### src/hw/hpu_task_pkg.sv
/*
 * Task-side types for the handler processing unit driver.
 * Holds the core bus request/response, the scheduler task, the feedback
 * descriptor, the sequencer states and the task window word map.
 */
package hpu_task_pkg;

    localparam int MSGID_W = 10;

    // window select from address bits 8:7
    localparam logic [1:0] TASK_WIN = 2'd0;
    localparam logic [1:0] CMD_WIN  = 2'd1;

    localparam int TASK_INFO_WORDS = 14;
    // reading this word ends the handler
    localparam int TERM_WORD       = 14;

    typedef struct packed {
        logic        req;
        logic [31:0] addr;
        logic        we;
        logic [31:0] wdata;
    } periph_req_t;

    typedef struct packed {
        logic        gnt;
        logic        r_valid;
        logic [31:0] rdata;
    } periph_rsp_t;

    typedef struct packed {
        logic [31:0]        handler_fun;
        logic [31:0]        handler_fun_size;
        logic [31:0]        handler_mem_addr;
        logic [31:0]        handler_mem_size;
        logic [31:0]        pkt_ptr;
        logic [31:0]        pkt_addr;
        logic [31:0]        pkt_size;
        logic [MSGID_W-1:0] msgid;
        logic [63:0]        host_mem_addr;
        logic [31:0]        host_mem_size;
        logic               trigger_feedback;
    } handler_task_t;

    typedef struct packed {
        logic [31:0]        pkt_ptr;
        logic [31:0]        pkt_addr;
        logic [MSGID_W-1:0] msgid;
        logic [31:0]        pkt_size;
        logic               trigger_feedback;
    } feedback_t;

    typedef enum logic [1:0] {Init, Idle, Running, SendingFeedback} task_state_e;

endpackage

### src/hw/hpu_cmd_pkg.sv
/*
 * Command-side types for the handler processing unit driver.
 * Holds the opcodes, the command and completion descriptors, the frontend
 * states and the command window word map.
 */
package hpu_cmd_pkg;

    localparam int NUM_CMDS  = 4;
    localparam int CMD_ID_W  = 2;
    localparam int CMD_WORDS = 7;

    // command window word indices
    localparam int ISSUE_WORD = 0;
    localparam int WAIT_WORD  = 1;
    localparam int TEST_WORD  = 2;
    localparam int TYPE_WORD  = 3;
    localparam int DESCR_BASE = 4;

    // written in bits 2:1 of the type word
    typedef enum logic [1:0] {
        HostMemCpy = 2'd0,
        NicSend    = 2'd1,
        HostDirect = 2'd2
    } cmd_op_e;

    typedef struct packed {
        cmd_op_e                    op;
        logic                       gen_event;
        logic [CMD_ID_W-1:0]        id;
        logic [CMD_WORDS-1:0][31:0] words;
    } hpu_cmd_t;

    typedef struct packed {
        logic [CMD_ID_W-1:0] id;
    } cmd_resp_t;

    typedef enum logic [1:0] {Ready, WaitingSlot, WaitingId, Waiting} cmd_state_e;

endpackage

### src/hw/task_sequencer.sv
/*
 * Handler lifecycle of the core. Takes a task from the scheduler, keeps it
 * as the current task while the handler runs, and moves its feedback into
 * a one-entry slot that is offered once no command is in flight.
 */
`timescale 1ns/1ps

module task_sequencer (
    input  logic                        clk_i,
    input  logic                        rst_ni,
    input  logic                        task_valid_i,
    output logic                        task_ready_o,
    input  hpu_task_pkg::handler_task_t task_i,
    output logic                        feedback_valid_o,
    input  logic                        feedback_ready_i,
    output hpu_task_pkg::feedback_t     feedback_o,
    output logic                        hpu_active_o,
    input  logic                        win_req_i,
    input  logic                        term_i,
    input  logic                        idle_cmds_i,
    output hpu_task_pkg::handler_task_t cur_task_o,
    output logic                        running_o
);
    import hpu_task_pkg::*;

    task_state_e   state_q, state_d;
    handler_task_t cur_task_q;
    feedback_t     fb, slot_q;
    logic          slot_full_q, slot_push, slot_pop, accept;

    assign task_ready_o     = (state_q == Idle);
    assign hpu_active_o     = (state_q != Init);
    assign running_o        = (state_q == Running);
    assign cur_task_o       = cur_task_q;
    assign accept           = task_valid_i && task_ready_o;
    // held back while any command of this handler is outstanding
    assign feedback_valid_o = slot_full_q && idle_cmds_i;
    assign feedback_o       = slot_q;
    assign slot_pop         = feedback_valid_o && feedback_ready_i;

    assign fb = '{pkt_ptr:          cur_task_q.pkt_ptr,
                  pkt_addr:         cur_task_q.pkt_addr,
                  msgid:            cur_task_q.msgid,
                  pkt_size:         cur_task_q.pkt_size,
                  trigger_feedback: cur_task_q.trigger_feedback};

    always_comb begin
        state_d   = state_q;
        slot_push = 1'b0;
        case (state_q)
            Init: begin
                // first access from the core means the runtime is up
                if (win_req_i) state_d = Idle;
            end
            Idle: begin
                if (accept) begin
                    state_d = (task_i.handler_fun == '0) ? SendingFeedback : Running;
                end
            end
            Running: begin
                if (term_i) begin
                    slot_push = !slot_full_q || slot_pop;
                    state_d   = slot_push ? Idle : SendingFeedback;
                end
            end
            SendingFeedback: begin
                slot_push = !slot_full_q || slot_pop;
                if (slot_push) state_d = Idle;
            end
            default: state_d = Init;
        endcase
    end

    always_ff @(posedge clk_i or negedge rst_ni) begin
        if (!rst_ni) begin
            state_q     <= Init;
            slot_full_q <= 1'b0;
        end else begin
            state_q     <= state_d;
            slot_full_q <= slot_push || (slot_full_q && !slot_pop);
        end
    end

    always_ff @(posedge clk_i) begin
        if (accept) cur_task_q <= task_i;
        if (slot_push) slot_q <= fb;
    end

endmodule

### src/hw/task_info_regs.sv
/*
 * Read window over the current task for the core. Grants only while a
 * handler runs, returns the selected word one cycle later and flags the
 * read of the termination word to the sequencer.
 */
`timescale 1ns/1ps

module task_info_regs (
    input  logic                        clk_i,
    input  logic                        rst_ni,
    input  hpu_task_pkg::periph_req_t   req_i,
    input  logic                        running_i,
    input  hpu_task_pkg::handler_task_t cur_task_i,
    output hpu_task_pkg::periph_rsp_t   rsp_o,
    output logic                        term_o
);
    import hpu_task_pkg::*;

    logic [TASK_INFO_WORDS-1:0][31:0] info;
    logic [4:0]                       word;
    logic                             gnt, r_valid_q;
    logic [31:0]                      rdata_d, rdata_q;

    assign word   = req_i.addr[6:2];
    assign gnt    = req_i.req && running_i;
    assign term_o = gnt && !req_i.we && (word == TERM_WORD);

    // word map seen by the runtime
    assign info[0]  = cur_task_i.handler_fun;
    assign info[1]  = cur_task_i.handler_fun_size;
    assign info[2]  = cur_task_i.handler_mem_addr;
    assign info[3]  = cur_task_i.handler_mem_size;
    assign info[4]  = cur_task_i.pkt_ptr;
    assign info[5]  = cur_task_i.pkt_size;
    assign info[6]  = cur_task_i.host_mem_addr[63:32];
    assign info[7]  = cur_task_i.host_mem_addr[31:0];
    assign info[8]  = cur_task_i.host_mem_size;
    assign info[9]  = cur_task_i.pkt_addr;
    assign info[10] = 32'(cur_task_i.msgid);
    assign info[11] = 32'(cur_task_i.trigger_feedback);
    assign info[12] = '0;
    assign info[13] = '0;

    // writes and the termination word read back as zero
    always_comb begin
        rdata_d = '0;
        if (!req_i.we && word < TASK_INFO_WORDS) begin
            rdata_d = info[word[3:0]];
        end
    end

    always_ff @(posedge clk_i or negedge rst_ni) begin
        if (!rst_ni) begin
            r_valid_q <= 1'b0;
        end else begin
            r_valid_q <= gnt;
        end
    end

    always_ff @(posedge clk_i) begin
        if (gnt) rdata_q <= rdata_d;
    end

    assign rsp_o = '{gnt: gnt, r_valid: r_valid_q, rdata: rdata_q};

endmodule

### src/hw/cmd_id_pool.sv
/*
 * Pool of command IDs for one core. Keeps a bitmap of IDs in flight,
 * offers the lowest clear one for the next issue and frees an ID when the
 * command engine reports its completion.
 */
`timescale 1ns/1ps

module cmd_id_pool (
    input  logic                             clk_i,
    input  logic                             rst_ni,
    input  logic                             alloc_i,
    input  logic                             resp_valid_i,
    input  hpu_cmd_pkg::cmd_resp_t           resp_i,
    output logic [hpu_cmd_pkg::CMD_ID_W-1:0] free_id_o,
    output logic                             none_free_o,
    output logic [hpu_cmd_pkg::NUM_CMDS-1:0] busy_o,
    output logic                             all_idle_o
);
    import hpu_cmd_pkg::*;

    logic [NUM_CMDS-1:0] busy_q, busy_d;

    assign busy_o      = busy_q;
    assign none_free_o = &busy_q;
    assign all_idle_o  = (busy_q == '0);

    // scan downwards so the lowest clear bit wins
    always_comb begin
        free_id_o = '0;
        for (int i = NUM_CMDS - 1; i >= 0; i--) begin
            if (!busy_q[i]) free_id_o = CMD_ID_W'(i);
        end
    end

    // an allocated ID is free, a completed one busy, so they never collide
    always_comb begin
        busy_d = busy_q;
        if (alloc_i) busy_d[free_id_o] = 1'b1;
        if (resp_valid_i) busy_d[resp_i.id] = 1'b0;
    end

    always_ff @(posedge clk_i or negedge rst_ni) begin
        if (!rst_ni) begin
            busy_q <= '0;
        end else begin
            busy_q <= busy_d;
        end
    end

endmodule

### src/hw/cmd_frontend.sv
/*
 * Command window of the core. Collects opcode, event flag and descriptor
 * words, hands out an ID on issue and parks the command in a single-entry
 * output slot. Wait and test let the core follow an ID to its completion.
 */
`timescale 1ns/1ps

module cmd_frontend (
    input  logic                             clk_i,
    input  logic                             rst_ni,
    input  hpu_task_pkg::periph_req_t        req_i,
    output hpu_task_pkg::periph_rsp_t        rsp_o,
    input  logic [hpu_cmd_pkg::CMD_ID_W-1:0] free_id_i,
    input  logic                             none_free_i,
    input  logic [hpu_cmd_pkg::NUM_CMDS-1:0] busy_i,
    output logic                             alloc_o,
    input  logic                             resp_valid_i,
    input  hpu_cmd_pkg::cmd_resp_t           resp_i,
    output logic                             cmd_valid_o,
    input  logic                             cmd_ready_i,
    output hpu_cmd_pkg::hpu_cmd_t            cmd_o
);
    import hpu_task_pkg::*;
    import hpu_cmd_pkg::*;

    cmd_state_e                 state_q, state_d;
    logic [4:0]                 word;
    logic [2:0]                 descr_idx;
    logic [CMD_ID_W-1:0]        req_id, wt_id_q;
    logic                       issue_req, wait_req, wt_wr, test_rd, type_wr, descr_wr;
    logic                       issue_ok, wait_done, gnt, r_valid_q;
    logic [31:0]                rdata_d, rdata_q;
    cmd_op_e                    op_q;
    logic                       event_q;
    logic [CMD_WORDS-1:0][31:0] words_q;
    logic                       slot_full_q;
    hpu_cmd_t                   slot_q;

    assign word      = req_i.addr[6:2];
    assign descr_idx = 3'(word - 5'(DESCR_BASE));
    assign req_id    = req_i.wdata[CMD_ID_W-1:0];

    assign issue_req = req_i.req && !req_i.we && (word == ISSUE_WORD);
    assign wait_req  = req_i.req && req_i.we && (word == WAIT_WORD);
    assign wt_wr     = req_i.req && req_i.we && (word == WAIT_WORD || word == TEST_WORD);
    assign test_rd   = req_i.req && !req_i.we && (word == TEST_WORD);
    assign type_wr   = req_i.req && req_i.we && (word == TYPE_WORD);
    assign descr_wr  = req_i.req && req_i.we && word >= DESCR_BASE
                       && word < DESCR_BASE + CMD_WORDS;

    assign issue_ok  = !none_free_i && !slot_full_q;
    // a completion arriving this cycle counts as done
    assign wait_done = !busy_i[req_id] || (resp_valid_i && resp_i.id == req_id);

    // the core holds its request, so a stalled state just re-checks it
    always_comb begin
        state_d = state_q;
        gnt     = 1'b0;
        case (state_q)
            Ready: begin
                if (issue_req && !issue_ok) begin
                    state_d = none_free_i ? WaitingId : WaitingSlot;
                end else if (wait_req && !wait_done) begin
                    state_d = Waiting;
                end else begin
                    gnt = req_i.req;
                end
            end
            WaitingId, WaitingSlot: begin
                if (issue_ok) begin
                    gnt     = 1'b1;
                    state_d = Ready;
                end else begin
                    state_d = none_free_i ? WaitingId : WaitingSlot;
                end
            end
            Waiting: begin
                if (resp_valid_i && resp_i.id == wt_id_q) begin
                    gnt     = 1'b1;
                    state_d = Ready;
                end
            end
            default: state_d = Ready;
        endcase
    end

    assign alloc_o = gnt && issue_req;

    // issue returns the new ID, a test read returns 1 for a free ID
    always_comb begin
        rdata_d = '0;
        if (issue_req) begin
            rdata_d = 32'(free_id_i);
        end else if (test_rd) begin
            rdata_d = {31'b0, !busy_i[wt_id_q]};
        end
    end

    always_ff @(posedge clk_i or negedge rst_ni) begin
        if (!rst_ni) begin
            state_q     <= Ready;
            r_valid_q   <= 1'b0;
            wt_id_q     <= '0;
            slot_full_q <= 1'b0;
        end else begin
            state_q   <= state_d;
            r_valid_q <= gnt;
            if (state_q == Ready && wt_wr) wt_id_q <= req_id;
            if (alloc_o) begin
                slot_full_q <= 1'b1;
            end else if (cmd_valid_o && cmd_ready_i) begin
                slot_full_q <= 1'b0;
            end
        end
    end

    always_ff @(posedge clk_i) begin
        if (gnt) rdata_q <= rdata_d;
        if (gnt && type_wr) begin
            op_q    <= cmd_op_e'(req_i.wdata[2:1]);
            event_q <= req_i.wdata[0];
        end
        if (gnt && descr_wr) words_q[descr_idx] <= req_i.wdata;
        if (alloc_o) begin
            slot_q <= '{op: op_q, gen_event: event_q, id: free_id_i, words: words_q};
        end
    end

    assign cmd_valid_o = slot_full_q;
    assign cmd_o       = slot_q;
    assign rsp_o       = '{gnt: gnt, r_valid: r_valid_q, rdata: rdata_q};

endmodule

### src/hw/hpu_driver.sv
/*
 * Driver beside one packet-handler core. Splits the core bus between the
 * task window and the command window by address bits 8:7, and ties the
 * task sequencer and the command frontend to their register blocks.
 */
`timescale 1ns/1ps

module hpu_driver (
    input  logic                        clk_i,
    input  logic                        rst_ni,
    input  logic                        task_valid_i,
    output logic                        task_ready_o,
    input  hpu_task_pkg::handler_task_t task_i,
    output logic                        feedback_valid_o,
    input  logic                        feedback_ready_i,
    output hpu_task_pkg::feedback_t     feedback_o,
    output logic                        hpu_active_o,
    input  hpu_task_pkg::periph_req_t   bus_req_i,
    output hpu_task_pkg::periph_rsp_t   bus_rsp_o,
    output logic                        cmd_valid_o,
    input  logic                        cmd_ready_i,
    output hpu_cmd_pkg::hpu_cmd_t       cmd_o,
    input  logic                        cmd_resp_valid_i,
    input  hpu_cmd_pkg::cmd_resp_t      cmd_resp_i
);
    import hpu_task_pkg::*;
    import hpu_cmd_pkg::*;

    logic [1:0]          sel, sel_q;
    periph_req_t         task_req, cmd_req;
    periph_rsp_t         task_rsp, cmd_rsp;
    handler_task_t       cur_task;
    logic                running, term;
    logic [CMD_ID_W-1:0] free_id;
    logic                none_free, alloc, all_idle;
    logic [NUM_CMDS-1:0] busy;

    assign sel = bus_req_i.addr[8:7];

    always_comb begin
        task_req     = bus_req_i;
        cmd_req      = bus_req_i;
        task_req.req = bus_req_i.req && (sel == TASK_WIN);
        cmd_req.req  = bus_req_i.req && (sel == CMD_WIN);
    end

    // grant follows the live select, read data the one from last cycle
    always_comb begin
        bus_rsp_o = '0;
        case (sel)
            TASK_WIN: bus_rsp_o.gnt = task_rsp.gnt;
            CMD_WIN:  bus_rsp_o.gnt = cmd_rsp.gnt;
            default:  bus_rsp_o.gnt = 1'b0;
        endcase
        if (sel_q == TASK_WIN) begin
            bus_rsp_o.r_valid = task_rsp.r_valid;
            bus_rsp_o.rdata   = task_rsp.rdata;
        end else if (sel_q == CMD_WIN) begin
            bus_rsp_o.r_valid = cmd_rsp.r_valid;
            bus_rsp_o.rdata   = cmd_rsp.rdata;
        end
    end

    always_ff @(posedge clk_i or negedge rst_ni) begin
        if (!rst_ni) begin
            sel_q <= TASK_WIN;
        end else begin
            sel_q <= sel;
        end
    end

    task_sequencer u_task_sequencer (
        .clk_i, .rst_ni, .task_valid_i, .task_ready_o, .task_i,
        .feedback_valid_o, .feedback_ready_i, .feedback_o, .hpu_active_o,
        .win_req_i   (task_req.req),
        .term_i      (term),
        .idle_cmds_i (all_idle),
        .cur_task_o  (cur_task),
        .running_o   (running)
    );

    task_info_regs u_task_info_regs (
        .clk_i, .rst_ni,
        .req_i      (task_req),
        .running_i  (running),
        .cur_task_i (cur_task),
        .rsp_o      (task_rsp),
        .term_o     (term)
    );

    cmd_id_pool u_cmd_id_pool (
        .clk_i, .rst_ni,
        .alloc_i      (alloc),
        .resp_valid_i (cmd_resp_valid_i),
        .resp_i       (cmd_resp_i),
        .free_id_o    (free_id),
        .none_free_o  (none_free),
        .busy_o       (busy),
        .all_idle_o   (all_idle)
    );

    cmd_frontend u_cmd_frontend (
        .clk_i, .rst_ni,
        .req_i        (cmd_req),
        .rsp_o        (cmd_rsp),
        .free_id_i    (free_id),
        .none_free_i  (none_free),
        .busy_i       (busy),
        .alloc_o      (alloc),
        .resp_valid_i (cmd_resp_valid_i),
        .resp_i       (cmd_resp_i),
        .cmd_valid_o, .cmd_ready_i, .cmd_o
    );

endmodule

### config.mk
export PLATFORM = sky130hd
export DESIGN_NAME = hpu_driver
export DESIGN_NICKNAME = d
export VERILOG_FILES = /design/src/hw/hpu_task_pkg.sv /design/src/hw/hpu_cmd_pkg.sv /design/src/hw/task_sequencer.sv /design/src/hw/task_info_regs.sv /design/src/hw/cmd_id_pool.sv /design/src/hw/cmd_frontend.sv /design/src/hw/hpu_driver.sv
export SDC_FILE = /design/constraint.sdc
export NUM_CORES = 1
export LEC_CHECK = 0
export BUFFER_PORTS_ARGS = -buffer_cell sky130_fd_sc_hd__clkbuf_2
export CORE_AREA = 3 3 302 304
export DETAILED_ROUTE_END_ITERATION = 16
export DIE_AREA = 0 0 305 307
export GPL_ROUTABILITY_DRIVEN = 1
export PLACE_DENSITY = 0.59
export SYNTH_ARGS = -nofsm -noshare
export SYNTH_HDL_FRONTEND = slang
export SYNTH_HIERARCHICAL = 1
export SYNTH_SLANG_ARGS = --single-unit
### constraint.sdc
create_clock -name clk_i -period 15.8 [get_ports clk_i]
set_clock_uncertainty 0.1 [all_clocks]
set_input_delay 1.58 -clock clk_i [delete_from_list [all_inputs] [get_ports clk_i]]
set_output_delay 1.58 -clock clk_i [all_outputs]
set_load 0.05 [all_outputs]
==> run summary, run 1 <==
Worst setup startpoint - bus_req_i[41]
Sequential share of power - 0.528
Drt wl/cell - 23.7 µm
Largest area contributor in the netlist - edfxtp_1
Worst path slowest cell - or4b_4
Worst r2r src - u_task_sequencer/state_q[0]$_DFFE_PN0P_
Total Wirelength - 84500 µm
Maximum capacitance violations - 0
Total CTS buffers - 92
Sw Share - 0.262
Worst Path Arrival - 4.42 ns
Worst Setup End Kind - primary output
Final nets - 2723
Slew headroom - 0.164
Fin. Hold Viols - 0
Most common cell in the netlist - edfxtp_1
Post_cts resized - 0
Syn Area/Cell - 21.9 µm²
Combinational power share - 0.123
Slew Limit Fails - 0
Least-Margin Pin Slew - 1.24 ns
Synth cell types - 59
Clock slew at reported path FFs - 0.06 ns
Post-Syn Instances - 1501
Total Power - 0.00595 W
Outcome - completed
Setup Fix Bufs, Post-CTS - 0
Setup TNS - 0 ns
Hold path startpoint - u_cmd_frontend/words_q[140]$_DFFE_PP_
Root buffer cell - clkbuf_16
Internal power - 0.00439 W
Final Non-Filler Cells - 3563
Starting DRT DRC Count - 1500
Total vias in the final route - 17016
Max IR drop VDD - 0.100 mV
Post-synth EDFFs - 928
Top_reg_cell synth - edfxtp_1
Hold depth - 0
Area Overhead vs Synth - 24.0%
DRC - 0
Overflow left after global routing - 0
GRT Overall Usage - 0.179
Final GP Congestion - 0.798
CP max FO - 5
Final ANT Viol Nets - 0
Worst setup SP type - input pin
Worst reg2reg path depth - 9
Synth cell count leaders - edfxtp_1, mux2i_1, nor2_1
Share of cells above drive strength 1 - 0.415
Num rows - 109
Largest net degree at the start of global routing - 185
Seq/Total Area, Yosys - 0.861
Initial antenna violation count - 21
Clk Latency, worst-skew pair - 0.67 ns
Final HPWL DP - 59600 µm
Synth top area cells - edfxtp_1, mux2i_1, mux4_2
First-pass GRT wire length - 121000 µm
Worst endpoint required time - 14.12 ns
Switch Pwr - 0.00156 W
Asr flop ratio synth - 0.0169
Num ports - 779
Leak - 15.0 nW
Crit path cell chain - clkbuf_2 > and3b_1 > or4b_4 > o31ai_2 > a31oi_1 > a21oi_1 > inv_1 > mux2i_1 > nor2_1 > clkbuf_2
Worst path most repeated cell - clkbuf_2
Post-layout util - 0.460
Core Box Area - 88500 µm²
Worst hold endpoint - u_cmd_frontend/cmd_o[140]$_DFFE_PP_
Unrepaired setup endpoints after global routing - no
# H-tree levels - 3
Port Buf Inserts - 753
Clock power share - 0.349
Post-CTS Hold Fix Bufs - 0
R2R Setup Slk - 11.02 ns
TritonCTS Sinks - 944
Synth Register Bits - 944
Die span in x - 305 µm
Die ar. - 93600 µm²
First-pass DRT Iterations - 6
Placed Cells incl. Taps - 3383
Initial core utilization - 0.371
Die Y - 307 µm
Final worst path period share - 0.386
Hold slack - 0.313 ns
HP Class - flip-flop to flip-flop
Critical Path Max Stage Delay - 0.58 ns
Vias per cell - 4.78
Final Critical Period - 6.10 ns
TritonCTS clock tree - yes
FF-to-FF End - u_task_sequencer/feedback_o[104]$_DFFE_PP_
Area of the mapped netlist - 32800 µm²
Critical path type - input pin to primary output
Setup violators final - 0
Warnings, synthesis - 6
FMAX - 164 MHz
Area fraction of the dominant cell type after synthesis - 0.849
Vias in the first global route - 17694
PD cells - 146 nW/µm²
CTS Buffer Depth - 3
-- per-layer routing --
metal	up-vias	share of wire	track usage	routed length (µm)
met1	8340	0.38	0.213	31800
met2	914	0.48	0.291	40900
met3	162	0.11	0.0691	9110
met4	14	0.031	0.0726	2630
li1	7586	-	-	-
met5	-	0.0011	0	89
-- state kept, by name, indices dropped and copies added, names as in the netlist --
| register | flops |
|---|---|
| u_task_sequencer/state_q | 2 |
| sel_q | 2 |
| u_cmd_frontend/r_valid_q | 1 |
| u_task_info_regs/rdata_q | 32 |
| u_cmd_frontend/op_q | 2 |
| u_task_sequencer/cur_task_o | 331 |
| u_cmd_frontend/rdata_q | 2 |
| u_task_info_regs/r_valid_q | 1 |
| u_task_sequencer/slot_full_q | 1 |
| u_cmd_frontend/words_q | 224 |
| u_cmd_frontend/wt_id_q | 2 |
| u_cmd_frontend/state_q | 2 |
| u_cmd_id_pool/busy_o | 4 |
| u_task_sequencer/feedback_o | 107 |
| u_cmd_frontend/cmd_valid_o | 1 |
| u_cmd_frontend/event_q | 1 |
| u_cmd_frontend/cmd_o | 229 |
-- critical path, delay by kind of cell --
family / cells / cell delay (ns)
and+or+nand+nor: 3 / 1.06
muxes: 1 / 0.21
AOI/OAI and AO/OA: 3 / 0.91
buffers and inverters: 3 / 0.65
-- power by group through the flow --
stage	registers, W	clock network [W]	logic (W)
after CTS	0.00314	0.00213	0.000743
after floorplan	0.00342	0	0.000320
final	0.00314	0.00208	0.000734
after detailed placement	0.00320	0	0.000740
after global placement	0.00318	0	0.000726
after global routing	0.00316	0.00225	0.000780
-- cells in the final DEF (no fill, tap or decap), drive strengths merged, types with 10 or more instances in the layout --
cell type,n
a21oi,43
a221oi,31
a22oi,18
buf,21
clkbuf,863
clkinv,46
conb,30
dfrtp,16
diode,14
edfxtp,928
inv,15
mux2,36
mux2i,119
mux4,26
nand2,42
nor2,47
nor4,10
o21ai,24
-- final cells by class --
type	instances	area, µm²
Clock buffer	111	2370
Multi-Input combinational cell	489	4050
Tap cell	1165	1460
Antenna cell	14	35.0
Clock inverter	55	493
Inverter	12	45.0
Timing Repair Buffer	773	3970
Sequential cell	944	28300
Fill cell	7589	47800
-- logic make-up (layout without fill, tap and decap cells) --
family / Yosys count / count (layout) / synth area share
other: 1 / 44 / 0.000114
AO/OA/AOI/OAI: 131 / 131 / 0.0270
XOR/XNOR: 5 / 5 / 0.00133
adder cells (fa/ha/maj): 6 / 6 / 0.00229
flip-flops: 944 / 944 / 0.861
buffers and inverters: 97 / 951 / 0.0211
multiplexers: 181 / 181 / 0.0666
AND/OR/NAND/NOR: 136 / 136 / 0.0203
-- worst max path at each step --
stage | to | depth (start not counted)
after floorplan | u_cmd_id_pool/busy_o[3]$_DFF_PN0_ | 6
after global routing | bus_rsp_o[33] | 10
after CTS | bus_rsp_o[33] | 10
final | bus_rsp_o[33] | 10
after detailed placement | u_task_sequencer/feedback_o[73]$_DFFE_PP_ | 8
after global placement | u_task_sequencer/feedback_o[73]$_DFFE_PP_ | 8
-- through the flow --
stage	area, µm²	setup WS [ns]
6_report	40700	9.70
5_1_grt	40700	9.56
4_1_cts	40700	9.74
3_5_place_dp	37800	9.46
3_3_place_gp	37800	9.57
2_1_floorplan	32900	2.29
(Power assumes the default switching activity.)
==> run 2, diff against run 1 <==
==> constraint.sdc (replaced) <==
create_clock -name clk_i -period 5.7 [get_ports clk_i]
set_clock_uncertainty 0.1 [all_clocks]
set_input_delay 0.57 -clock clk_i [delete_from_list [all_inputs] [get_ports clk_i]]
set_output_delay 0.57 -clock clk_i [all_outputs]
set_load 0.05 [all_outputs]
==> run 2 against run 1 <==
Against the previous run:
- first-iteration DRC count up 7.0%
- non-clock buffer count is 325 higher
- critical path depth grew 1
- combinational power grew to 3.1 times the previous value
- register-to-register slack worse by 8.6 ns
- cell count rose by 9.4%
- sequential power rose to 2.8 times the previous value
- largest cell class unchanged
- largest power group unchanged
==> run summary, run 2 (synthesis results as in run 1) <==
Outcome - completed
DRC - 0 (unchanged)
Die ar. - 93600 µm² (unchanged)
Placed cell area - 37800 µm² (+0.15%)
Starting DRT DRC Count - 1605 (+7.0%)
Final ANT Viol Nets - 0 (unchanged)
Maximum capacitance violations - 0 (unchanged)
Clk Latency, worst-skew pair - 0.65 ns (-0.02 ns)
Slew headroom - 0.233 (+0.0689)
Total vias in the final route - 18552 (+9.0%)
Fin. Hold Viols - 0 (unchanged)
CP max FO - 4 (-1)
Num rows - 109 (unchanged)
Storage cell area - 28300 µm² (unchanged)
Most frequent cells in the layout - edfxtp_1, clkbuf_2, dlygate4sd3_1, mux2i_1, clkbuf_16
Critical path type - input pin to primary output
Die span in x - 305 µm (unchanged)
Initial core utilization - 0.371 (unchanged)
Footprint of the multi-input gates - 4050 µm² (unchanged)
Crit path to - bus_rsp_o[33]
Worst Path Arrival - 3.92 ns (-0.50 ns)
# H-tree levels - 3 (unchanged)
Worst setup SP type - input pin
HP Class - input pin to flip-flop
Final worst path period share - 0.805
Max FFs per register - 331 (unchanged)
Clock slew at reported path FFs - 0.06 ns (about the same)
Die Y - 307 µm (unchanged)
Final Critical Period - 4.59 ns
Vias per cell - 4.76 (-0.37%)
Worst setup startpoint - bus_req_i[41]
PD cells - 388 nW/µm² (+170%)
Total Power - 0.0171 W (+190%)
Unrepaired setup endpoints after global routing - no
CTS Buffer Depth - 3 (unchanged)
First-pass GRT wire length - 131000 µm (+8.0%)
Worst Setup End Kind - primary output
Overflow left after global routing - 0 (unchanged)
Final GP Congestion - 0.830 (+4.0%)
Hold slack - 0.0670 ns (-0.246 ns)
Worst reg2reg path depth - 5 (-4)
Leak - 16.4 nW (+9.8%)
Worst r2r src - u_cmd_id_pool/busy_o[0]$_DFF_PN0_
R2R Setup Slk - 2.45 ns (-8.57 ns)
Total Wirelength - 90600 µm (+7.2%)
Root buffer cell - clkbuf_16
GRT Overall Usage - 0.191 (+0.0124)
Setup WS post-layout - 1.11 ns (-8.59 ns)
Largest net degree at the start of global routing - 113 (-39%)
Area Overhead vs Synth - 34.6%
Initial antenna violation count - 14 (-33%)
Num ports - 779 (unchanged)
First-pass DRT Iterations - 5 (-1)
FF-to-FF End - u_cmd_frontend/cmd_o[116]$_DFFE_PP_
Slew Limit Fails - 0 (unchanged)
Drt wl/cell - 23.2 µm (-2.0%)
Filler instances - 7232 (-4.7%)
Least-Margin Pin Slew - 1.15 ns (-0.0920 ns)
Post-layout util - 0.499 (+0.0395)
Setup violators final - 0 (unchanged)
Total CTS buffers - 96 (+4.3%)
FMAX - 218 MHz
Vias in the first global route - 19604 (+11%)
Core Box Area - 88500 µm² (unchanged)
Worst endpoint required time - 5.03 ns (-9.09 ns)
Pre-CTS setup slack - 1.75 ns (-7.70 ns)
Max IR drop VDD - 0.270 mV (+170%)
Most common cell after layout, fill and taps aside - edfxtp_1
TritonCTS clock tree - yes
TritonCTS Sinks - 944 (unchanged)
Share of cells above drive strength 1 - 0.370 (-0.0449)
Port Buf Inserts - 753 (unchanged)
Final nets - 3052 (+12%)
Cell area after layout - 44200 µm² (+8.6%)
Final HPWL DP - 62100 µm (+4.0%)
[run 2: worst min path at each step]
stage               depth (start not counted)  slack, ns                                 start                                          to
detailed placement                          0       0.30  u_cmd_frontend/words_q[12]$_DFFE_PP_          u_cmd_frontend/cmd_o[12]$_DFFE_PP_
CTS                                         1     0.0006                           task_i[325]  u_task_sequencer/cur_task_o[325]$_DFFE_PP_
floorplan                                   0       0.17                                rst_ni                          sel_q[0]$_DFF_PN0_
finish                                      1       0.07                           task_i[310]  u_task_sequencer/cur_task_o[310]$_DFFE_PP_
global placement                            0       0.30  u_cmd_frontend/words_q[32]$_DFFE_PP_          u_cmd_frontend/cmd_o[32]$_DFFE_PP_
global route                                1       0.01                           task_i[274]  u_task_sequencer/cur_task_o[274]$_DFFE_PP_
[run 2: cell type report]
class,instances,area share
sequential,944,0.640
antenna,12,0.000680
inverter,12,0.00102
timing repair buffer,1098,0.163
tap,1165,0.0330
clock buffer,117,0.0566
multi-input combinational,489,0.0916
clock inverter,62,0.0138
[run 2: repair_timing]
action / in CTS / in global routing
buffers inserted: 0 / 0
hold endpoints to repair: 334 / 0
gates resized for setup: 0 / 0
hold buffers: 319 / 0
[run 2: stage by stage]
stage,TNS (ns),instances
6_report,0,3899
5_1_grt,0,3892
4_1_cts,0,3887
3_5_place_dp,0,3389
3_3_place_gp,0,3389
2_1_floorplan,-0.0632,1530
[run 2: routing by layer]
layer | global-route usage | share of wire | routed length [µm]
met4 | 0.0746 | 0.035 | 3130
met3 | 0.0560 | 0.088 | 7950
met1 | 0.232 | 0.38 | 34800
met2 | 0.322 | 0.49 | 44700
met5 | 0 | 0.00030 | 27
[run 2: worst max-delay path, cell delays in order]
cell	delay, ns
dlygate4sd3_1	0.54
clkbuf_2	0.13
and3b_1	0.41
or4b_4	0.58
o31ai_2	0.25
a31oi_1	0.13
a21oi_1	0.45
inv_1	0.29
mux2i_1	0.23
nor2_1	0.08
clkbuf_2	0.25
[run 2: power breakdown]
part	switching, W	internal (W)
clock network	0.00260	0.00356
logic	0.00160	0.000656
registers	0.000236	0.00848
==> run 3, diff against run 2 <==
==> constraint.sdc (replaced) <==
create_clock -name clk_i -period 4.8 [get_ports clk_i]
set_clock_uncertainty 0.1 [all_clocks]
set_input_delay 0.48 -clock clk_i [delete_from_list [all_inputs] [get_ports clk_i]]
set_output_delay 0.48 -clock clk_i [all_outputs]
set_load 0.05 [all_outputs]
==> run 3 against run 2 <==
Against the previous run:
- sequential power up 18%
- via count up 1.3%
- flip-flop and latch count stayed put
- global-route usage up 0.087 points
- cell count increased by 0.95%
- die area did not move
- utilization grew 0.56 points
- clock power grew 18%
- wire length is 0.70% higher
==> run summary, run 3 (synthesis results as in run 1) <==
Die ar. - 93600 µm² (unchanged)
First-pass GRT wire length - 132000 µm (+1.2%)
Die Y - 307 µm (unchanged)
Critical path type - input pin to primary output
Final worst path period share - 0.898
Setup violators final - 0 (unchanged)
Clock slew at reported path FFs - 0.07 ns (about the same)
Root buffer cell - clkbuf_16
FMAX - 232 MHz
Worst Path Arrival - 3.73 ns (-0.19 ns)
Total vias in the final route - 18797 (+1.3%)
Final nets - 3094 (+1.4%)
Core Box Area - 88500 µm² (unchanged)
Worst path slowest cell - or4b_4
Final HPWL DP - 61400 µm (-1.1%)
Crit path cell chain - dlygate4sd3_1 > clkbuf_2 > and3b_1 > or4b_4 > o31ai_2 > a31oi_2 > a21oi_1 > inv_1 > mux2i_1 > nor2_1 > clkbuf_2
Hold path startpoint - bus_req_i[7]
Unrepaired setup endpoints after global routing - no
# H-tree levels - 3 (unchanged)
Initial core utilization - 0.371 (unchanged)
Worst Setup End Kind - primary output
Final Critical Period - 4.31 ns
Max FFs per register - 331 (unchanged)
Worst path most repeated cell - clkbuf_2
TritonCTS clock tree - yes
Overflow left after global routing - 0 (unchanged)
Starting DRT DRC Count - 1579 (-1.6%)
Worst hold endpoint - u_cmd_frontend/words_q[199]$_DFFE_PP_
PD cells - 456 nW/µm² (+18%)
TritonCTS Sinks - 944 (unchanged)
Most common cell after layout, fill and taps aside - edfxtp_1
Maximum capacitance violations - 0 (unchanged)
Total Wirelength - 91200 µm (+0.70%)
Setup Fix Bufs, Post-CTS - 0 (unchanged)
Critical Path Max Stage Delay - 0.54 ns (-0.04 ns)
Fin. Hold Viols - 0 (unchanged)
Total CTS buffers - 93 (-3.1%)
Num ports - 779 (unchanged)
Drt wl/cell - 23.2 µm (-0.25%)
Setup WS post-layout - 0.490 ns (-0.621 ns)
Most frequent cells in the layout - edfxtp_1, clkbuf_2, dlygate4sd3_1, mux2i_1, clkbuf_16
Vias per cell - 4.78 (+0.37%)
Clk Latency, worst-skew pair - 0.66 ns (about the same)
Num rows - 109 (unchanged)
FF-to-FF End - u_cmd_id_pool/busy_o[3]$_DFF_PN0_
Worst reg2reg path depth - 8 (+3)
CP max FO - 4 (unchanged)
Die span in x - 305 µm (unchanged)
Max IR drop VDD - 0.387 mV (+43%)
Filler instances - 7174 (-0.80%)
Vias in the first global route - 19849 (+1.2%)
First-pass DRT Iterations - 7 (+2)
Area Overhead vs Synth - 36.1%
Final GP Congestion - 0.836 (+0.72%)
Kind of cell adding the most delay to the critical path - buffers and inverters
CTS Buffer Depth - 3 (unchanged)
Largest net degree at the start of global routing - 109 (-3.5%)
R2R Setup Slk - 1.39 ns (-1.06 ns)
GRT Overall Usage - 0.192 (+0.000875)
Worst endpoint required time - 4.22 ns (-0.81 ns)
Initial antenna violation count - 16 (+2)
Slew Limit Fails - 0 (unchanged)
Worst setup SP type - input pin
Slew headroom - 0.282 (+0.0488)
Crit path buf inv count - 4 (unchanged)
Final ANT Viol Nets - 0 (unchanged)
Worst r2r src - u_cmd_id_pool/busy_o[2]$_DFF_PN0_
Leak - 16.6 nW (+1.3%)
DRC - 0 (unchanged)
Pre-CTS setup slack - 1.08 ns (-0.679 ns)
Port Buf Inserts - 753 (unchanged)
Outcome - completed
Hold depth - 1 (unchanged)
Least-Margin Pin Slew - 1.07 ns (-0.0830 ns)
Total Power - 0.0204 W (+19%)
Share of cells above drive strength 1 - 0.367 (-0.00292)
HP Class - input pin to flip-flop
-- run 3: cell count changes in the layout (fill, tap and decap cells not counted), sizes merged --
cell         delta
dlygate4sd3    +45
diode           -1
inv             +3
clkbuf          +1
clkinv         -12
bufinv          +1
-- run 3: worst register-to-register path, cell delays in order (launching register included) --
cell and delay (ns):
dfrtp_1 0.46, mux4_2 0.53, a31oi_2 0.31, a21oi_1 0.22, nor2_4 0.32, buf_12 0.40, a41oi_1 0.25, a31oi_1 0.19
dlygate4sd3_1 0.57
-- run 3: layer usage --
| metal | up-vias | track usage | wire, µm |
|---|---|---|---|
| met4 | 4 | 0.0597 | 2580 |
| met2 | 989 | 0.329 | 45700 |
| met3 | 147 | 0.0518 | 7230 |
| met5 | - | 0 | 21 |
| met1 | 9340 | 0.238 | 35800 |
| li1 | 8317 | - | - |
-- run 3: power by group --
group,total (W),internal [W],switching (W)
Combinational,0.00275,0.000828,0.00192
Clock,0.00727,0.00420,0.00306
Sequential,0.0103,0.0101,0.000281
-- run 3: timing repair --
item / in CTS / in global routing
hold buffers: 364 / 0
gates resized for setup: 0 / 0
hold endpoints to repair: 525 / 0
-- run 3: final cells by class --
cell class	count	area, µm²	area share
antenna	11	27.5	0.000616
clock inverter	54	612	0.0137
timing repair buffer	1143	7720	0.173
inverter	12	45.0	0.00101
multi-input combinational	489	4080	0.0914
clock buffer	118	2460	0.0551
sequential	944	28300	0.633
tap	1165	1460	0.0326
-- run 3: worst max-delay path by stage --
stage | slack [ns] | depth (start not counted) | from | to
after floorplan | -0.80 | 6 | bus_req_i[0] | u_cmd_id_pool/busy_o[3]$_DFF_PN0_
after global placement | 1.06 | 10 | bus_req_i[41] | bus_rsp_o[33]
after detailed placement | 1.08 | 10 | bus_req_i[41] | bus_rsp_o[33]
after CTS | 0.52 | 11 | bus_req_i[41] | bus_rsp_o[33]
after global routing | 0.35 | 11 | bus_req_i[41] | bus_rsp_o[33]
final | 0.49 | 11 | bus_req_i[41] | bus_rsp_o[33]
-- run 3: per-stage QoR --
stage          area (µm²)  hold WS [ns]  utilization  instances  TNS (ns)
6_report            44700        0.0403        0.505       3936         0
5_1_grt             44700       0.00945        0.505       3934         0
4_1_cts             44600       0.00117        0.504       3925         0
3_5_place_dp        37900         0.305        0.429       3389         0
3_3_place_gp        37900         0.300        0.429       3389         0
2_1_floorplan       33000        0.0844            -       1530   -144.19
